<file path="config.mk">
export PLATFORM = sky130hd
export DESIGN_NAME = surf_id_ctrl
export DESIGN_NICKNAME = d
export VERILOG_FILES = /design/src/hw/idc_pkg.sv /design/src/hw/idc_reg_bus_if.sv /design/src/hw/idc_wb_port.sv /design/src/hw/idc_reg_bank.sv /design/src/hw/idc_led_reg.sv /design/src/hw/idc_led_charlieplex.sv /design/src/hw/surf_id_ctrl.sv
export SDC_FILE = /design/constraint.sdc
export NUM_CORES = 1
export LEC_CHECK = 0
export ABC_CLOCK_PERIOD_IN_PS = 2200
export BUFFER_PORTS_ARGS = -buffer_cell sky130_fd_sc_hd__buf_2
export CAP_MARGIN = 20
export CORE_UTILIZATION = 49
export DETAILED_ROUTE_END_ITERATION = 6
export PLACE_DENSITY = 0.74
export REMOVE_ABC_BUFFERS = 1
export SYNTH_ARGS = -nofsm -noshare
export SYNTH_HDL_FRONTEND = slang
export SYNTH_HIERARCHICAL = 1
export SYNTH_SLANG_ARGS = --single-unit
</file>
<file path="constraint.sdc">
create_clock -name clk_i -period 2.2 [get_ports clk_i]
set_input_delay 0.11 -clock clk_i [delete_from_list [all_inputs] [get_ports clk_i]]
set_output_delay 0.11 -clock clk_i [all_outputs]
set_load 0.02 [all_outputs]
</file>
<file path="src/hw/idc_pkg.sv">
package idc_pkg;

    // Bus geometry
    localparam int WB_DATA_W = 32;
    localparam int WB_ADDR_W = 16;
    localparam int REG_IDX_W = 4;

    // Register index taken from byte address bits 5 to 2
    typedef logic [REG_IDX_W-1:0] reg_idx_t;

    // Register map
    localparam reg_idx_t IDX_DEVICE   = 4'd0;
    localparam reg_idx_t IDX_VERSION  = 4'd1;
    localparam reg_idx_t IDX_INT_SR   = 4'd2;
    localparam reg_idx_t IDX_INT_MASK = 4'd3;
    localparam reg_idx_t IDX_LED      = 4'd6;
    localparam reg_idx_t IDX_CLKSEL   = 4'd7;
    localparam reg_idx_t IDX_SPISS    = 4'd9;

    // LED geometry and register layout
    localparam int NUM_LEDS     = 12;
    localparam int NUM_LED_PINS = 4;
    localparam int LED_OVR_LSB  = 16;
    localparam int FP_LED_BIT   = 12;

    // Pin drive for one lit LED
    typedef struct packed {
        logic [NUM_LED_PINS-1:0] value;
        logic [NUM_LED_PINS-1:0] enable;
    } led_pattern_t;

    // Lower pin high for LEDs 0 to 5, reversed for 6 to 11
    localparam led_pattern_t LED_PATTERNS [NUM_LEDS] = '{
        '{value: 4'b0001, enable: 4'b0011},
        '{value: 4'b0001, enable: 4'b0101},
        '{value: 4'b0010, enable: 4'b0110},
        '{value: 4'b0100, enable: 4'b1100},
        '{value: 4'b0010, enable: 4'b1010},
        '{value: 4'b0001, enable: 4'b1001},
        '{value: 4'b0010, enable: 4'b0011},
        '{value: 4'b0100, enable: 4'b0101},
        '{value: 4'b0100, enable: 4'b0110},
        '{value: 4'b1000, enable: 4'b1100},
        '{value: 4'b1000, enable: 4'b1010},
        '{value: 4'b1000, enable: 4'b1001}
    };

endpackage

</file>
<file path="src/hw/idc_reg_bus_if.sv">
`timescale 1ns/1ps

// Decoded register access between the Wishbone port and the register bank
interface idc_reg_bus_if import idc_pkg::*; ();

    // Single write event of a transfer
    logic                 wr_stb;
    // Register index from address bits 5:2
    reg_idx_t             idx;
    logic [WB_DATA_W-1:0] wdata;
    // Address inside the 0x00-0x3F window
    logic                 sel_valid;
    // Read data for the current index
    logic [WB_DATA_W-1:0] rdata;

    modport port (
        output wr_stb, idx, wdata, sel_valid,
        input  rdata
    );

    modport target (
        input  wr_stb, idx, wdata, sel_valid,
        output rdata
    );

endinterface

</file>
<file path="src/hw/idc_wb_port.sv">
`timescale 1ns/1ps

module idc_wb_port import idc_pkg::*; (
    input  logic                 clk_i,
    input  logic                 rst_i,
    input  logic                 wb_cyc_i,
    input  logic                 wb_stb_i,
    input  logic                 wb_we_i,
    input  logic [WB_ADDR_W-1:0] wb_adr_i,
    input  logic [WB_DATA_W-1:0] wb_dat_i,
    output logic [WB_DATA_W-1:0] wb_dat_o,
    output logic                 wb_ack_o,
    idc_reg_bus_if.port          bus
);

    ////////////////////////////////////////////////////////////
    // Handshake
    ////////////////////////////////////////////////////////////

    logic ack_q;

    // Ack one edge after cyc and stb, held while both stay up
    always_ff @(posedge clk_i) begin
        if (rst_i) begin
            ack_q <= 1'b0;
        end else begin
            ack_q <= wb_cyc_i && wb_stb_i;
        end
    end

    // Master may abort the cycle at any time
    assign wb_ack_o = ack_q && wb_cyc_i;

    ////////////////////////////////////////////////////////////
    // Decode
    ////////////////////////////////////////////////////////////

    // Word index within the register window
    assign bus.idx       = wb_adr_i[5:2];
    // Upper address bits must be clear
    assign bus.sel_valid = (wb_adr_i[WB_ADDR_W-1:6] == '0);
    assign bus.wdata     = wb_dat_i;

    // Writes land on the ack cycle only
    assign bus.wr_stb = wb_ack_o && wb_we_i;

    // Read data straight from the bank while the cycle is open
    // Outside the window reads as zero
    assign wb_dat_o = (wb_cyc_i && bus.sel_valid) ? bus.rdata : '0;

endmodule

</file>
<file path="src/hw/idc_reg_bank.sv">
`timescale 1ns/1ps

module idc_reg_bank import idc_pkg::*; #(
    parameter logic [WB_DATA_W-1:0] DEVICE_ID  = "S5A7",
    parameter logic [WB_DATA_W-1:0] FW_VERSION = 32'h0000_0000
) (
    input  logic                 clk_i,
    input  logic                 rst_i,
    idc_reg_bus_if.target        bus,
    input  logic [WB_DATA_W-1:0] interrupt_i,
    input  logic [WB_DATA_W-1:0] led_value_i,
    output logic                 pci_interrupt_o,
    output logic                 sst_sel_o,
    output logic                 sst_sel_oe_o,
    output logic                 local_osc_en_o,
    output logic                 cs_b_o
);

    ////////////////////////////////////////////////////////////
    // Write decode
    ////////////////////////////////////////////////////////////

    logic                 wr_hit;
    logic                 wr_int_sr;
    logic                 wr_int_mask;
    logic                 wr_clksel;
    logic                 wr_spiss;

    logic [WB_DATA_W-1:0] int_sr_q;
    logic [WB_DATA_W-1:0] int_mask_q;
    logic [WB_DATA_W-1:0] clksel_q;
    logic [WB_DATA_W-1:0] spiss_q;

    // Write strobe only counts inside the window
    assign wr_hit      = bus.wr_stb && bus.sel_valid;
    assign wr_int_sr   = wr_hit && (bus.idx == IDX_INT_SR);
    assign wr_int_mask = wr_hit && (bus.idx == IDX_INT_MASK);
    assign wr_clksel   = wr_hit && (bus.idx == IDX_CLKSEL);
    assign wr_spiss    = wr_hit && (bus.idx == IDX_SPISS);

    ////////////////////////////////////////////////////////////
    // Interrupts
    ////////////////////////////////////////////////////////////

    // Status tracks the inputs every cycle
    // A write clears the bits set in the write data
    always_ff @(posedge clk_i) begin
        if (rst_i) begin
            int_sr_q <= '0;
        end else if (wr_int_sr) begin
            int_sr_q <= int_sr_q & ~bus.wdata;
        end else begin
            int_sr_q <= interrupt_i;
        end
    end

    // Mask bit set means source is blocked
    always_ff @(posedge clk_i) begin
        if (rst_i) begin
            int_mask_q <= '0;
        end else if (wr_int_mask) begin
            int_mask_q <= bus.wdata;
        end
    end

    assign pci_interrupt_o = |(int_sr_q & ~int_mask_q);

    ////////////////////////////////////////////////////////////
    // Clock select and slave select
    ////////////////////////////////////////////////////////////

    always_ff @(posedge clk_i) begin
        if (rst_i) begin
            clksel_q <= '0;
            spiss_q  <= '0;
        end else begin
            if (wr_clksel) begin
                clksel_q <= bus.wdata;
            end
            if (wr_spiss) begin
                spiss_q <= bus.wdata;
            end
        end
    end

    // Bit 0 SST select, bit 1 its enable, bit 2 oscillator enable
    assign sst_sel_o      = clksel_q[0];
    assign sst_sel_oe_o   = clksel_q[1];
    assign local_osc_en_o = clksel_q[2];
    // Chip select is active low
    assign cs_b_o         = ~spiss_q[0];

    ////////////////////////////////////////////////////////////
    // Readback
    ////////////////////////////////////////////////////////////

    always_comb begin
        case (bus.idx)
            IDX_DEVICE:   bus.rdata = DEVICE_ID;
            IDX_VERSION:  bus.rdata = FW_VERSION;
            IDX_INT_SR:   bus.rdata = int_sr_q;
            IDX_INT_MASK: bus.rdata = int_mask_q;
            IDX_LED:      bus.rdata = led_value_i;
            IDX_CLKSEL:   bus.rdata = clksel_q;
            IDX_SPISS:    bus.rdata = spiss_q;
            // Reserved slots
            default:      bus.rdata = '0;
        endcase
    end

endmodule

</file>
<file path="src/hw/idc_led_reg.sv">
`timescale 1ns/1ps

module idc_led_reg import idc_pkg::*; (
    input  logic                 clk_i,
    input  logic                 rst_i,
    input  logic                 wr_stb_i,
    input  logic [WB_DATA_W-1:0] wdata_i,
    input  logic [NUM_LEDS-1:0]  internal_led_i,
    output logic [WB_DATA_W-1:0] led_value_o
);

    logic [WB_DATA_W-1:0] led_q;
    logic [NUM_LEDS-1:0]  ovr_wr;
    logic [NUM_LEDS-1:0]  ovr_q;

    // Override field from the incoming write
    assign ovr_wr = wdata_i[LED_OVR_LSB +: NUM_LEDS];
    // Override field as currently stored
    assign ovr_q  = led_q[LED_OVR_LSB +: NUM_LEDS];

    always_ff @(posedge clk_i) begin
        if (rst_i) begin
            led_q <= '0;
        end else if (wr_stb_i) begin
            // Upper bits incl. front panel LED and override field
            led_q[WB_DATA_W-1:NUM_LEDS] <= wdata_i[WB_DATA_W-1:NUM_LEDS];
            // Overridden LEDs take software value, others the live source
            led_q[NUM_LEDS-1:0] <= (wdata_i[NUM_LEDS-1:0] & ovr_wr) |
                                   (internal_led_i & ~ovr_wr);
        end else begin
            // Sticky capture of internal flashes
            // Cleared only by a rewrite
            led_q[NUM_LEDS-1:0] <= led_q[NUM_LEDS-1:0] | (internal_led_i & ~ovr_q);
        end
    end

    assign led_value_o = led_q;

endmodule

</file>
<file path="src/hw/idc_led_charlieplex.sv">
`timescale 1ns/1ps

module idc_led_charlieplex import idc_pkg::*; (
    input  logic                    clk_i,
    input  logic                    rst_i,
    input  logic [NUM_LEDS-1:0]     led_on_i,
    output logic [NUM_LED_PINS-1:0] led_pin_o,
    output logic [NUM_LED_PINS-1:0] led_pin_oe_o
);

    localparam int STEP_W = $clog2(NUM_LEDS);

    ////////////////////////////////////////////////////////////
    // Scan step
    ////////////////////////////////////////////////////////////

    logic [STEP_W-1:0] step_q;
    logic              step_wrap;

    // Last LED slot
    assign step_wrap = (step_q == STEP_W'(NUM_LEDS - 1));

    // One LED slot per cycle, modulo NUM_LEDS
    always_ff @(posedge clk_i) begin
        if (rst_i) begin
            step_q <= '0;
        end else if (step_wrap) begin
            step_q <= '0;
        end else begin
            step_q <= step_q + 1'b1;
        end
    end

    ////////////////////////////////////////////////////////////
    // Pin drive
    ////////////////////////////////////////////////////////////

    led_pattern_t      step_pat;
    logic              step_lit;

    // Table lookup for the current slot
    assign step_pat = LED_PATTERNS[step_q];
    assign step_lit = led_on_i[step_q];

    // Registered pin state
    // Released pins float so the dark LEDs stay off
    always_ff @(posedge clk_i) begin
        if (rst_i) begin
            led_pin_o    <= '0;
            led_pin_oe_o <= '0;
        end else if (step_lit) begin
            // Exactly two pins driven, one high and one low
            led_pin_o    <= step_pat.value;
            led_pin_oe_o <= step_pat.enable;
        end else begin
            // Slot dark
            led_pin_oe_o <= '0;
        end
    end

endmodule

</file>
<file path="src/hw/surf_id_ctrl.sv">
`timescale 1ns/1ps

module surf_id_ctrl import idc_pkg::*; #(
    parameter logic [WB_DATA_W-1:0] DEVICE_ID  = "S5A7",
    parameter logic [WB_DATA_W-1:0] FW_VERSION = 32'h0000_0000
) (
    input  logic                    clk_i,
    input  logic                    rst_i,
    // Wishbone slave
    input  logic                    wb_cyc_i,
    input  logic                    wb_stb_i,
    input  logic                    wb_we_i,
    input  logic [WB_ADDR_W-1:0]    wb_adr_i,
    input  logic [WB_DATA_W-1:0]    wb_dat_i,
    output logic [WB_DATA_W-1:0]    wb_dat_o,
    output logic                    wb_ack_o,
    // Interrupts
    input  logic [WB_DATA_W-1:0]    interrupt_i,
    output logic                    pci_interrupt_o,
    // LEDs
    input  logic [NUM_LEDS-1:0]     internal_led_i,
    output logic [NUM_LED_PINS-1:0] led_pin_o,
    output logic [NUM_LED_PINS-1:0] led_pin_oe_o,
    output logic                    fp_led_o,
    // Clocking and flash select
    output logic                    sst_sel_o,
    output logic                    sst_sel_oe_o,
    output logic                    local_osc_en_o,
    output logic                    cs_b_o
);

    idc_reg_bus_if reg_bus ();

    logic [WB_DATA_W-1:0] led_value;
    logic                 led_wr_stb;

    ////////////////////////////////////////////////////////////
    // Bus port and register bank
    ////////////////////////////////////////////////////////////

    idc_wb_port u_wb_port (
        .clk_i    (clk_i),
        .rst_i    (rst_i),
        .wb_cyc_i (wb_cyc_i),
        .wb_stb_i (wb_stb_i),
        .wb_we_i  (wb_we_i),
        .wb_adr_i (wb_adr_i),
        .wb_dat_i (wb_dat_i),
        .wb_dat_o (wb_dat_o),
        .wb_ack_o (wb_ack_o),
        .bus      (reg_bus.port)
    );

    idc_reg_bank #(
        .DEVICE_ID  (DEVICE_ID),
        .FW_VERSION (FW_VERSION)
    ) u_reg_bank (
        .clk_i           (clk_i),
        .rst_i           (rst_i),
        .bus             (reg_bus.target),
        .interrupt_i     (interrupt_i),
        .led_value_i     (led_value),
        .pci_interrupt_o (pci_interrupt_o),
        .sst_sel_o       (sst_sel_o),
        .sst_sel_oe_o    (sst_sel_oe_o),
        .local_osc_en_o  (local_osc_en_o),
        .cs_b_o          (cs_b_o)
    );

    ////////////////////////////////////////////////////////////
    // LED path
    ////////////////////////////////////////////////////////////

    // LED register write qualified here only
    assign led_wr_stb = reg_bus.wr_stb && reg_bus.sel_valid && (reg_bus.idx == IDX_LED);

    idc_led_reg u_led_reg (
        .clk_i          (clk_i),
        .rst_i          (rst_i),
        .wr_stb_i       (led_wr_stb),
        .wdata_i        (reg_bus.wdata),
        .internal_led_i (internal_led_i),
        .led_value_o    (led_value)
    );

    // Scan uses only the per-LED state bits
    idc_led_charlieplex u_led_charlieplex (
        .clk_i        (clk_i),
        .rst_i        (rst_i),
        .led_on_i     (led_value[NUM_LEDS-1:0]),
        .led_pin_o    (led_pin_o),
        .led_pin_oe_o (led_pin_oe_o)
    );

    assign fp_led_o = led_value[FP_LED_BIT];

endmodule

</file>
Yosys cells after proc, flatten, opt, wreduce, memory -nomap -nowiden
Memory sizes are Yosys's and may differ from the RTL's.
Cells that the tools add are included.

word-level totals
  input port bits = 97
  output and inout port bits = 47
  ROM bits = 128
  memories kept = 1
  register bits = 173

cells by class
  add/sub/neg operators = 1
  order comparisons = 2
  bitwise logic cells = 14
  equality and inequality tests = 6
  reduce and logical (&&, ||, !) cells = 15
  mux-type cells = 8

memories
  memory            depth  bits a word  read ports  clocked after memory_dff  wr ports  line                       RTL
  (name not given)  16     8            1           0                         0         idc_led_charlieplex.sv:42  assign step_pat = LED_PATTERNS[step_q];

operator list
  kind                 number
  $pmux 32 s6          1
  $and 32x32->32       2
  $mux 32              2
  $not 32->32          2
  $and 12x12->12       3
  $reduce_or 32->1     1
  $not 12->12          2
  $or 12x12->12        2
  $mux 8               2
  $mux 12              1
  $logic_and 1x1->1    10
  $logic_not 10->1     1
  $eq 4x2->1 const B   2
  $eq 4x3->1 const B   2
  $eq 4x4->1 const B   2
  $ge 5x5->1 const B   1
  $lt 4x5->1 const B   1
  $not 4->5            1
  $add 4x1->4 const B  1
  $bmux 1 s4           1
  $logic_not 4->1      1
  $reduce_or 2->1      2
  $not 1->1            2
  $mux 1               1

Depth between registers and ports, before layout
Gate-level depths: netlist of the first run.

  word-level depth = 5
  gate-level depth with buffers = 9

Cells and area by module
Netlist of the first run, hierarchy kept.

by module, submodules not included
  module               instances  area each (um2)  seq. area each (um2)  cells each
  idc_reg_bank         1          5595.4           2562.5                750
  idc_led_reg          1          1380.1           640.6                 128
  idc_wb_port          1          969.7            20.0                  125
  idc_led_charlieplex  1          743.2            240.2                 78
  surf_id_ctrl         1          16.3             0.0                   2

Worst setup path after synthesis of the first run
OpenSTA, ideal clock, no wires.

  path type = input to register
  start = input wb_adr_i[7]
  end = register u_reg_bank.int_sr_q[10]
  slack = -0.094 ns
  required time = 2.130 ns
  data arrival time = 2.223 ns
  library setup time = 0.070 ns
  stages on the path = 8
  cells stage by stage = or4_4 buf_6 buf_12 nor3_1 nand3_2 clkbuf_1 or3_1 a21oi_1

on the way
  word-level cells in the longest chain between the ends = 4

ends and longest elaborated chain
  element                      line                  RTL
  from (decl)                  surf_id_ctrl.sv:13    input logic [WB_ADDR_W-1:0] wb_adr_i,
  $logic_not 10->1             idc_wb_port.sv:41     assign bus.sel_valid = (wb_adr_i[WB_ADDR_W-1:6] == '0);
  named net reg_bus.sel_valid  idc_reg_bus_if.sv:12  logic sel_valid;
  $logic_and 1x1->1            idc_reg_bank.sv:35    assign wr_hit = bus.wr_stb && bus.sel_valid;
  $logic_and 1x1->1            idc_reg_bank.sv:36    assign wr_int_sr = wr_hit && (bus.idx == IDX_INT_SR);
  $mux 32                      idc_reg_bank.sv:50    end else if (wr_int_sr) begin
  to (signal assigned)         idc_reg_bank.sv:51    int_sr_q <= int_sr_q & ~bus.wdata;
  to (signal assigned)         idc_reg_bank.sv:53    int_sr_q <= interrupt_i;
  to (decl)                    idc_reg_bank.sv:29    logic [WB_DATA_W-1:0] int_sr_q;

The timed path passes the listed nets, and every way through them passes these cells.
A chain may end at the register's enable or synchronous reset.

Worst setup path after layout of the first run
  start = input wb_adr_i[13]
  end = output wb_dat_o[1]

on the way
  word-level cells in the longest chain between the ends = 3

ends and longest elaborated chain
  element            line                RTL
  $logic_not 10->1   idc_wb_port.sv:41
  $logic_and 1x1->1  idc_wb_port.sv:49   assign wb_dat_o = (wb_cyc_i && bus.sel_valid) ? bus.rdata : '0;
  $mux 32            idc_wb_port.sv:49
  to (decl)          surf_id_ctrl.sv:15  output logic [WB_DATA_W-1:0] wb_dat_o,

No other way between the ends.

==> reports/summary.md, run 1 <==
- **Core Area** 17300 sq um
- **Slew HR** 57.79%
- **initial antenna violation count** 0
- **average cell area after synthesis** 8.037 sq um
- **post-synthesis instance area** 8705 sq um
- **CTS H-tree lvls** 4
- **GRT Overall Usage** 30.22%
- **setup fix buffers added after clock tree synthesis** 0
- **cell at the slowest stage of the critical path** or4_2
- **family with the most delay on the worst path** simple AND/OR/NAND/NOR gates
- **post-route setup TNS** 0 ps
- **slack of the worst reg-to-reg path** 340 ps
- **hold_sp** rst_i
- **startpoint of the worst-slack reg-to-reg timing path** u_led_charlieplex/step_q[0]$_SDFF_PP0_
- **status** complete, no violations
- **#FFs+latches synth** 173
- **min Tclk post-route** 2103 ps
- **hold endpoint** u_led_charlieplex/led_pin_oe_o[2]$_SDFF_PP0_
- **first-pass GRT wire length** 42700 microns
- **TritonCTS clock tree** yes
- **deepest clock path buffer count** 2
- **num rows** 48
- **endpoint kind of the worst setup timing path** primary output
- **number of endpoints failing setup at the final stage** 0
- **estimated wirelength of the detail-placed design** 16480 microns
- **chain of cells forming the critical path** buf_2, or4_2, buf_4, nor4_1, buf_4, buf_2
- **maximum single-stage delay on the critical path** 710 ps
- **leftover overflow at the end of global routing** 0
- **fraction of the cycle the final worst path needs** 95.57%
- **via count of the first global-routing pass** 8161
- **largest net degree at the start of global routing** 107
- **Clock Tree Root** clkbuf_16
- **number of buffers created by CTS** 17
- **total power per unit cell area** 633.9 nW/um^2
- **count of distinct cell types in the synthesized netlist** 51
- **Remaining DRCs** 0
- **final setup skew** 9.334 ps
- **number of input and output port buffers inserted** 141
- **endpoint arrival time on the critical path** 1990 ps
- **post-synthesis to final-layout area growth** 23.08%
- **EDFF count, synth** 0
- **RSZ-0062 raised after global routing** false
- **cell count after placement** 1363
- **I/O pin cnt** 144
- **number of vias after detailed routing** 8558
- **number of cells on the worst reg-to-reg path** 5
- **routed vias/inst** 5.822
- **final routed wirelength across all metal layers** 27430 microns
- **die width** 135.3 microns
- **detailed router's first-iteration violation count** 1061
- **static leakage** 4.111 nW
- **highest ir drop seen on vdd** 0.5970 mV
- **number of max-slew violations in the final report** 0
- **reg-to-reg endpoint** u_led_charlieplex/led_pin_o[2]$_SDFFE_PP0P_
- **YS warnings** 6
- **Final Hold Viols** 0
- **critical path class** in -> out
- **effective utilization at floorplan** 50.33%
- **kind of start point of the critical path** primary input
- **clock latency at the later pin of the worst-skew pair** 430 ps
- **Net count, final** 1338
- **count of cells along the worst hold path** 2
- **fraction of synthesis flops using an asynchronous set or reset pin** 0%
- **data required time at the worst endpoint** 2090 ps
- **clk slew on worst S/H paths** 70 ps
- **Seq/Total Area, Yosys** 39.79%
- **vertical die dimension** 135.3 microns
- **footprint of the flip-flops and latches** 3463 sq um
- **non-filler cells in the finished layout** 1470
- **sink count of the clock tree** 173
- **slew at the pin closest to its max-slew limit** 633.2 ps
- **share of final-layout standard cells stronger than drive strength 1** 20.64%
- **Routed Antenna Nets** 0
- **most common flop cell mapped by yosys** dfxtp_1
- **max capacitance violation total** 0
- **RePlAce Congestion** 0.8392
- **area used by multi-input combinational logic** 4393 sq um
- **critical path peak fanout** 32
- **timing-limited maximum frequency** 0.4756 GHz
- **detailed-routing iteration count for the pre-antenna-repair pass** 6
- **HP Class** in -> reg
- **average wire per standard cell** 18.66 microns
- **cell count after synthesis** 1083
- **total inserted antenna cells** 0
- **Crit path buffers/inverters** 4
- **count of fill cells added during filler insertion** 1515
- **area enclosed by the die boundary** 18300 sq um
[synthesized netlist by cell type (5+ instances only)]
library cell	number	area share, %
dfxtp_1	173	40
o22ai_1	16	1.1
buf_2	13	0.75
nand2b_1	12	0.86
nand2_1	277	12
a221oi_2	8	1.4
nor2_1	42	1.8
a22oi_1	48	4.1
nand3_1	19	1.1
nand3b_1	5	0.43
clkbuf_1	60	2.6
mux2i_1	37	4.3
buf_6	7	0.91
inv_1	37	1.6
nor4_2	29	4.2
nor4_1	8	0.57
a222oi_1	17	2.0
and3_1	5	0.36
or3_1	32	2.3
a21oi_1	146	8.4
buf_4	39	3.4
ha_1	7	1.0
[stage by stage]
stage / utilization, % / total power (W) / cell area (sq um) / setup WS (ps) / hold slack, ps
2_1_floorplan: - / 0.003560 / 7975 / -2063 / 176.2
3_3_place_gp: 54.34 / 0.003897 / 9399 / 7.744 / 337.9
3_5_place_dp: 54.34 / 0.003903 / 9399 / -66.14 / 355.8
4_1_cts: 61.94 / 0.006793 / 10710 / 149.4 / 0.8000
5_1_grt: 61.94 / 0.006990 / 10710 / 72.42 / 13.40
6_report: 61.94 / 0.006792 / 10710 / 97.38 / 6.548
[area by class of cell]
| type | count | area share (%) |
|---|---|---|
| flip-flops and latches | 173 | 32.33 |
| clock buffers | 24 | 4.496 |
| multi-input cells | 748 | 41.00 |
| clock inverters | 6 | 0.5839 |
| inverters | 38 | 1.331 |
| repair buffers | 256 | 17.63 |
| well taps | 225 | 2.628 |
[per-layer routing]
| metal | up-vias | track usage, % | share of wire [%] |
|---|---|---|---|
| met1 | 3988 | 37.44 | 40 |
| met3 | 68 | 4.826 | 8.6 |
| li1 | 4034 | - | - |
| met2 | 468 | 50.88 | 48 |
| met5 | - | 0 | 0 |
| met4 | 0 | 14.92 | 3.4 |
[flip-flops by register name, summed over array words and instances (netlist names)]
name and count:
u_led_reg/led_value_o 32, u_led_charlieplex/step_q 4, u_reg_bank/spiss_q 32, u_reg_bank/clksel_q 32
u_led_charlieplex/led_pin_oe_o 4, u_reg_bank/int_mask_q 32, u_led_charlieplex/led_pin_o 4, u_wb_port/ack_q 1
u_reg_bank/int_sr_q 32
[how the worst max path moves through the flow]
stage,start,to,slack (ps),cells after the start
4_1_cts,wb_adr_i[13],wb_dat_o[1],150,6
6_report,wb_adr_i[13],wb_dat_o[1],100,6
3_3_place_gp,wb_adr_i[13],u_led_reg/led_value_o[2]$_SDFF_PP0_,8,8
3_5_place_dp,wb_adr_i[13],u_led_reg/led_value_o[2]$_SDFF_PP0_,-70,8
5_1_grt,wb_adr_i[13],wb_dat_o[1],70,6
2_1_floorplan,wb_adr_i[4],u_reg_bank/int_mask_q[0]$_SDFFE_PP0P_,-2060,4
[power breakdown]
part           internal (W)  total, W  switching, W
Sequential          0.00320   0.00324     0.0000436
Clock               0.00163   0.00283       0.00120
Combinational      0.000305  0.000717      0.000412
[kinds of logic (layout without fill, tap and decap cells)]
kind of cell	count (synthesis)	count (layout)	synth area share, %
AOI/OAI and AO/OA	251	251	18.60
xor gates and xnor gates	1	1	0.1006
muxes	39	39	4.815
DFF	173	173	39.79
and+or+nand+nor	450	450	25.67
adders and majority gates	7	7	1.006
buffers and inverters	162	324	10.02
[cells in the final DEF (no fill, tap or decap), types with 5 or more instances in the layout]
master | Yosys | routed
dlygate4sd3_1 | 0 | 77
a222oi_1 | 17 | 17
or3_1 | 32 | 32
nand2b_1 | 12 | 12
buf_2 | 13 | 140
buf_4 | 39 | 29
clkbuf_16 | 0 | 17
o22ai_1 | 16 | 16
nand3_1 | 19 | 19
nor2_1 | 42 | 42
nor4_1 | 8 | 7
nor4_2 | 29 | 30
dfxtp_1 | 173 | 173
mux2i_1 | 37 | 37
inv_1 | 37 | 37
a22oi_1 | 48 | 48
a21oi_1 | 146 | 146
ha_1 | 7 | 7
nand2_1 | 277 | 277
a221oi_2 | 8 | 8
nand3b_1 | 5 | 5
buf_12 | 3 | 10
[repair_timing]
| action | 4_1_cts | 5_1_grt |
|---|---|---|
| endpoints found under the hold margin | 146 | 0 |
| resized for setup | 0 | 0 |
| hold buffers | 77 | 0 |
No activity file was read; power rests on OpenSTA's default activity.
==> run 2, diff against run 1 <==
--- a/config.mk
+++ b/config.mk
@@ -12,6 +12,7 @@
 export DETAILED_ROUTE_END_ITERATION = 6
 export PLACE_DENSITY = 0.74
 export REMOVE_ABC_BUFFERS = 1
+export SETUP_SLACK_MARGIN = 0.2
 export SYNTH_ARGS = -nofsm -noshare
 export SYNTH_HDL_FRONTEND = slang
 export SYNTH_HIERARCHICAL = 1
==> reports/summary.md, run 2 (same netlist as run 1, synthesis figures left out) <==
- **CTS H-tree lvls** 4, unchanged
- **estimated wirelength of the detail-placed design** 16480 microns, unchanged
- **setup fix buffers added after clock tree synthesis** 0, unchanged
- **first-pass GRT wire length** 42690 microns, about the same
- **power share of the clock group** 41.9%, +0.2 points
- **critical path peak fanout** 32, unchanged
- **Slew HR** 58.13%, +0.34 points
- **area of all placed cells without fillers** 10720 sq um, about the same
- **timing-limited maximum frequency** 0.5194 GHz, +9.2%
- **HP Class** in -> reg
- **Crit path buffers/inverters** 4, unchanged
- **die width** 135.3 microns, unchanged
- **smallest hold slack** -5.586 ps, -12.13 ps
- **endpoint arrival time on the critical path** 1820 ps, -170 ps
- **total power per unit cell area** 634.9 nW/um^2, +0.16%
- **combinational cell fraction of total power** 10.5%, about the same
- **final routed wirelength across all metal layers** 27420 microns, about the same
- **kind of start point of the critical path** primary input
- **switching fraction of total power** 24.62%, +0.21 points
- **Worst setup endpoint** wb_dat_o[1]
- **slack of the worst reg-to-reg path** 340 ps, about the same
- **commonest cells after routing, fill and taps aside** nand2_1 (277), dfxtp_1 (173), a21oi_1 (146)
- **share of final-layout standard cells stronger than drive strength 1** 20.72%, +0.080 points
- **fraction of the cycle the final worst path needs** 87.52%, -8.1 points
- **num rows** 48, unchanged
- **number of input and output port buffers inserted** 141, unchanged
- **maximum single-stage delay on the critical path** 720 ps, about the same
- **Clock Tree Root** clkbuf_16
- **data required time at the worst endpoint** 2090 ps, about the same
- **critical path class** in -> out
- **Final Hold Viols** 2, +2
- **number of cells on the worst reg-to-reg path** 5, unchanged
- **number of vias after detailed routing** 8583, +0.29%
- **post-route setup TNS** 0 ps, unchanged
- **sink count of the clock tree** 173, unchanged
- **cell mode on critical path** buf_2
- **clk slew on worst S/H paths** 70 ps, about the same
- **cell at the slowest stage of the critical path** or4_2
- **max capacitance violation total** 0, unchanged
- **leftover overflow at the end of global routing** 0, unchanged
- **min Tclk post-route** 1925 ps, -177.1 ps
- **depth of the critical timing path with buffers and inverters included** 6, unchanged
- **design internal power** 0.005133 W, about the same
- **GRT Overall Usage** 30.23%, about the same
- **status** complete, but fails checks
- **area enclosed by the die boundary** 18300 sq um, unchanged
- **endpoint kind of the worst setup timing path** primary output
- **highest ir drop seen on vdd** 0.6198 mV, +3.8%
- **initial antenna violation count** 0, unchanged
- **detailed router's first-iteration violation count** 1030, -2.9%
- **TritonCTS clock tree** yes
- **worst setup path start** wb_adr_i[13]
- **via count of the first global-routing pass** 8159, -0.025%
- **chain of cells forming the critical path** buf_2, or4_2, buf_6, nor4_2, buf_4, buf_2
- **largest net degree at the start of global routing** 107, unchanged
- **detailed-routing iteration count for the pre-antenna-repair pass** 7, +1
- **total inserted antenna cells** 0, unchanged
- **clock latency at the later pin of the worst-skew pair** 440 ps, about the same
- **number of max-slew violations in the final report** 0, unchanged
- **reg-to-reg endpoint** u_led_charlieplex/led_pin_o[2]$_SDFFE_PP0P_
- **static leakage** 4.113 nW, about the same
- **routed vias/inst** 5.839, +0.29%
- **post-synthesis to final-layout area growth** 23.20%, about the same
- **number of buffers created by CTS** 17, unchanged
- **vertical die dimension** 135.3 microns, unchanged
- **post-placement cell area** 9399 sq um, unchanged
- **fraction of the core area covered by cells at the end of the flow** 62.00%, about the same
- **final setup skew** 7.746 ps, -1.589 ps
- **failing checks** design-rule violations, negative hold slack
- **non-filler cells in the finished layout** 1470, unchanged
- **slew at the pin closest to its max-slew limit** 628.1 ps, -5.095 ps
- **switching power of the nets** 0.001676 W, +1.1%
- **startpoint of the worst-slack reg-to-reg timing path** u_led_charlieplex/step_q[0]$_SDFF_PP0_
- **deepest clock path buffer count** 2, unchanged
- **number of endpoints failing setup at the final stage** 0, unchanged
- **Routed Antenna Nets** 0, unchanged
- **sequential share of power** 47.6%, about the same
- **average wire per standard cell** 18.65 microns, about the same
- **RePlAce Congestion** 0.8392, unchanged
- **family with the most delay on the worst path** simple AND/OR/NAND/NOR gates
- **I/O pin cnt** 144, unchanged
- **Net count, final** 1338, unchanged
- **most frequent standard cell in the layout excluding fill and tap cells** nand2_1
- **effective utilization at floorplan** 50.33%, unchanged
- **RSZ-0062 raised after global routing** false
- **Core Area** 17300 sq um, unchanged
- **Remaining DRCs** 1, +1
- **cell count after placement** 1363, unchanged
-- run 2: cell types whose count changed in the layout (fill, tap and decap cells not counted) --
| cell | delta |
|---|---|
| buf_6 | +1 |
| nor4_1 | -1 |
| nor4_2 | +1 |
| buf_4 | -1 |
-- run 2: worst min path at each step --
stage | depth (start not counted) | slack [ps] | to | from
detailed placement | 3 | 360 | u_wb_port/ack_q$_SDFF_PP0_ | wb_stb_i
CTS | 2 | 0.8 | u_led_charlieplex/led_pin_oe_o[2]$_SDFF_PP0_ | rst_i
floorplan | 1 | 180 | u_led_reg/led_value_o[10]$_SDFF_PP0_ | rst_i
global route | 2 | 10 | u_led_charlieplex/led_pin_oe_o[1]$_SDFF_PP0_ | rst_i
global placement | 3 | 340 | u_wb_port/ack_q$_SDFF_PP0_ | wb_stb_i
finish | 2 | -6 | u_led_charlieplex/led_pin_oe_o[2]$_SDFF_PP0_ | rst_i
-- run 2: timing repair --
item	CTS	global route
setup endpoints to repair	1	1
gates resized for setup	1	1
endpoints found under the hold margin	146	0
hold buffers	77	0
-- run 2: power groups by stage --
stage | clock network [W] | logic (W) | registers (W)
6_report | 0.00285 | 0.000717 | 0.00324
5_1_grt | 0.00297 | 0.000771 | 0.00325
4_1_cts | 0.00285 | 0.000704 | 0.00324
3_5_place_dp | 0 | 0.000596 | 0.00331
3_3_place_gp | 0 | 0.000591 | 0.00331
2_1_floorplan | 0 | 0.000245 | 0.00332
-- run 2: layout make-up --
class / count / area (sq um)
Fill cell: 1511 / 6573
Multi-Input combinational cell: 748 / 4399
Sequential cell: 173 / 3463
Timing Repair Buffer: 256 / 1893
Clock buffer: 24 / 481.7
Tap cell: 225 / 281.5
Inverter: 38 / 142.6
Clock inverter: 6 / 62.56
-- run 2: metal layers --
layer	share of wire (%)	GRT usage (%)	wire length [microns]	vias up
met1	40	37.60	11080	4020
met5	0	0	0	-
li1	-	-	-	4034
met2	47	50.77	13010	461
met4	3.2	15.04	874	0
met3	8.9	4.676	2453	68
-- run 2: stage by stage --
| step | total power, W | worst slack, ps | hold WS [ps] |
|---|---|---|---|
| 3_5_place_dp | 0.003903 | -66.14 | 355.8 |
| 5_1_grt | 0.006991 | 217.6 | 13.40 |
| 2_1_floorplan | 0.003560 | -2063 | 176.2 |
| 4_1_cts | 0.006794 | 237.2 | 0.8000 |
| 6_report | 0.006809 | 274.5 | -5.586 |
| 3_3_place_gp | 0.003897 | 7.744 | 337.9 |
==> run 3, diff against run 2 <==
--- a/config.mk
+++ b/config.mk
@@ -9,6 +9,7 @@
 export BUFFER_PORTS_ARGS = -buffer_cell sky130_fd_sc_hd__buf_2
 export CAP_MARGIN = 20
 export CORE_UTILIZATION = 49
+export CTS_BUF_LIST = sky130_fd_sc_hd__clkbuf_16
 export DETAILED_ROUTE_END_ITERATION = 6
 export PLACE_DENSITY = 0.74
 export REMOVE_ABC_BUFFERS = 1
==> reports/summary.md, run 3 (same netlist as run 1, synthesis figures left out) <==
- **largest net degree at the start of global routing** 107, unchanged
- **Routed Antenna Nets** 0, unchanged
- **timing-limited maximum frequency** 0.5192 GHz, about the same
- **CTS H-tree lvls** 4, unchanged
- **kind of start point of the critical path** flip-flop
- **Final Hold Viols** 0, -2
- **final setup skew** 7.529 ps, -0.2162 ps
- **combinational cell fraction of total power** 10.8%, +0.3 points
- **num rows** 48, unchanged
- **count of fill cells added during filler insertion** 1514, +0.20%
- **switching fraction of total power** 24.96%, +0.34 points
- **post-placement cell area** 9399 sq um, unchanged
- **deepest clock path buffer count** 2, unchanged
- **RePlAce Congestion** 0.8392, unchanged
- **dpl ws** -66.14 ps, unchanged
- **number of max-slew violations in the final report** 0, unchanged
- **effective utilization at floorplan** 50.33%, unchanged
- **setup fix buffers added after clock tree synthesis** 0, unchanged
- **via count of the first global-routing pass** 8173, +0.17%
- **highest ir drop seen on vdd** 0.6054 mV, -2.3%
- **HP Class** in -> reg
- **post-synthesis to final-layout area growth** 22.85%
- **Net count, final** 1338, unchanged
- **total power per unit cell area** 624.3 nW/um^2, -1.7%
- **detailed-routing iteration count for the pre-antenna-repair pass** 6, -1
- **RSZ-0062 raised after global routing** false
- **endpoint arrival time on the critical path** 1820 ps, about the same
- **area of all placed cells without fillers** 10690 sq um, -0.28%
- **I/O pin cnt** 144, unchanged
- **leftover overflow at the end of global routing** 0, unchanged
- **estimated wirelength of the detail-placed design** 16480 microns, unchanged
- **vertical die dimension** 135.3 microns, unchanged
- **min Tclk post-route** 1926 ps, +0.5030 ps
- **number of endpoints failing setup at the final stage** 0, unchanged
- **commonest cells after routing, fill and taps aside** nand2_1 (277), dfxtp_1 (173), a21oi_1 (146)
- **die width** 135.3 microns, unchanged
- **TritonCTS clock tree** yes
- **static leakage** 4.113 nW, about the same
- **sink count of the clock tree** 173, unchanged
- **data required time at the worst endpoint** 2090 ps, about the same
- **detailed router's first-iteration violation count** 980, -4.9%
- **slew at the pin closest to its max-slew limit** 622.7 ps, -5.451 ps
- **first-pass GRT wire length** 42680 microns, about the same
- **critical path peak fanout** 2, -94%
- **smallest hold slack** 2.208 ps, +7.794 ps
- **clock latency at the later pin of the worst-skew pair** 430 ps, about the same
- **Remaining DRCs** 0, -1
- **GRT Overall Usage** 30.22%, about the same
- **initial antenna violation count** 0, unchanged
- **final routed wirelength across all metal layers** 27390 microns, about the same
- **clk slew on worst S/H paths** 70 ps, about the same
- **cell count after placement** 1363, unchanged
- **design internal power** 0.005010 W, -2.4%
- **area used by multi-input combinational logic** 4399 sq um, unchanged
- **sequential share of power** 48.5%, +0.9 points
- **max capacitance violation total** 0, unchanged
- **share of final-layout standard cells stronger than drive strength 1** 20.48%, -0.24 points
- **power share of the clock group** 40.7%, -1.2 points
- **post-layout worst setup margin** 274.0 ps, -0.5030 ps
- **Core Area** 17300 sq um, unchanged
- **critical path class** reg -> out
- **cell at the slowest stage of the critical path** nor4_1
- **post-layout total power** 0.006676 W, -2.0%
- **switching power of the nets** 0.001666 W, -0.61%
- **chain of cells forming the critical path** inv_1, o22ai_1, nor4_1, nand4_1, buf_2
- **endpoint kind of the worst setup timing path** primary output
- **routed vias/inst** 5.825, -0.23%
- **most frequent standard cell in the layout excluding fill and tap cells** nand2_1
- **status** complete, no violations
- **fraction of the cycle the final worst path needs** 87.54%, about the same
- **total inserted antenna cells** 0, unchanged
- **maximum single-stage delay on the critical path** 390 ps, -330 ps
- **area enclosed by the die boundary** 18300 sq um, unchanged
- **footprint of the flip-flops and latches** 3463 sq um, unchanged
- **number of input and output port buffers inserted** 141, unchanged
- **average wire per standard cell** 18.63 microns, about the same
- **Slew HR** 58.49%, +0.36 points
- **number of vias after detailed routing** 8563, -0.23%
- **non-filler cells in the finished layout** 1470, unchanged
- **number of buffers created by CTS** 17, unchanged
- **Clock Tree Root** clkbuf_16
[run 3: cell types whose count changed in the layout (fill, tap and decap cells not counted)]
cell and delta:
inv_1 +4, clkbuf_1 -4, clkbuf_8 -3, clkinv_1 +3
[run 3: metal layers]
metal / track usage, % / routed length (microns)
met5: 0 / 0
met2: 50.28 / 12790
met3: 4.901 / 2406
met4: 14.98 / 1124
met1: 37.86 / 11070
[run 3: area by class of cell]
cell class,count,area share [%]
Multi-Input combinational cell,748,41.14
Sequential cell,173,32.39
Timing Repair Buffer,256,17.70
Clock buffer,17,3.978
Tap cell,225,2.633
Inverter,38,1.334
Clock inverter,13,0.8307
[run 3: timing repair]
item,in CTS,in global routing
endpoints found under the setup margin,1,1
hold buffers,77,0
hold endpoints to repair,146,0
gates resized for setup,1,1
[run 3: worst max-delay path: cells and delay by family, from the launching register on]
kind | cells | cell delay [ps]
flops | 1 | 330
buf+inv | 2 | 310
compound gates | 1 | 160
simple gates | 2 | 600
[run 3: power by group through the flow]
stage                     combinational [W]  clock [W]  sequential [W]
after floorplan                    0.000245          0         0.00332
after global placement             0.000591          0         0.00331
after detailed placement           0.000596          0         0.00331
after CTS                          0.000704    0.00272         0.00324
after global routing               0.000771    0.00285         0.00325
final                              0.000718    0.00272         0.00324
[run 3: stage by stage]
stage               util [%]  TNS, ps
floorplan                  -  -235360
global route           61.83        0
CTS                    61.79        0
finish                 61.83        0
detailed placement     54.34    -1144
global placement       54.34        0
[run 3: path summary, 6_finish.rpt]
| kind | end | cells after the start | start | slack (ps) |
|---|---|---|---|---|
| worst min register to register | u_reg_bank/clksel_q[31]$_SDFFE_PP0P_ | 2 | u_reg_bank/clksel_q[31]$_SDFFE_PP0P_ | 450 |
| worst max register to register | u_led_charlieplex/led_pin_o[2]$_SDFFE_PP0P_ | 5 | u_led_charlieplex/step_q[0]$_SDFF_PP0_ | 330 |
| worst min-delay path | u_led_charlieplex/led_pin_oe_o[2]$_SDFF_PP0_ | 2 | rst_i | 2 |
| worst max-delay path | pci_interrupt_o | 5 | u_reg_bank/int_sr_q[3]$_SDFF_PP0_ | 270 |
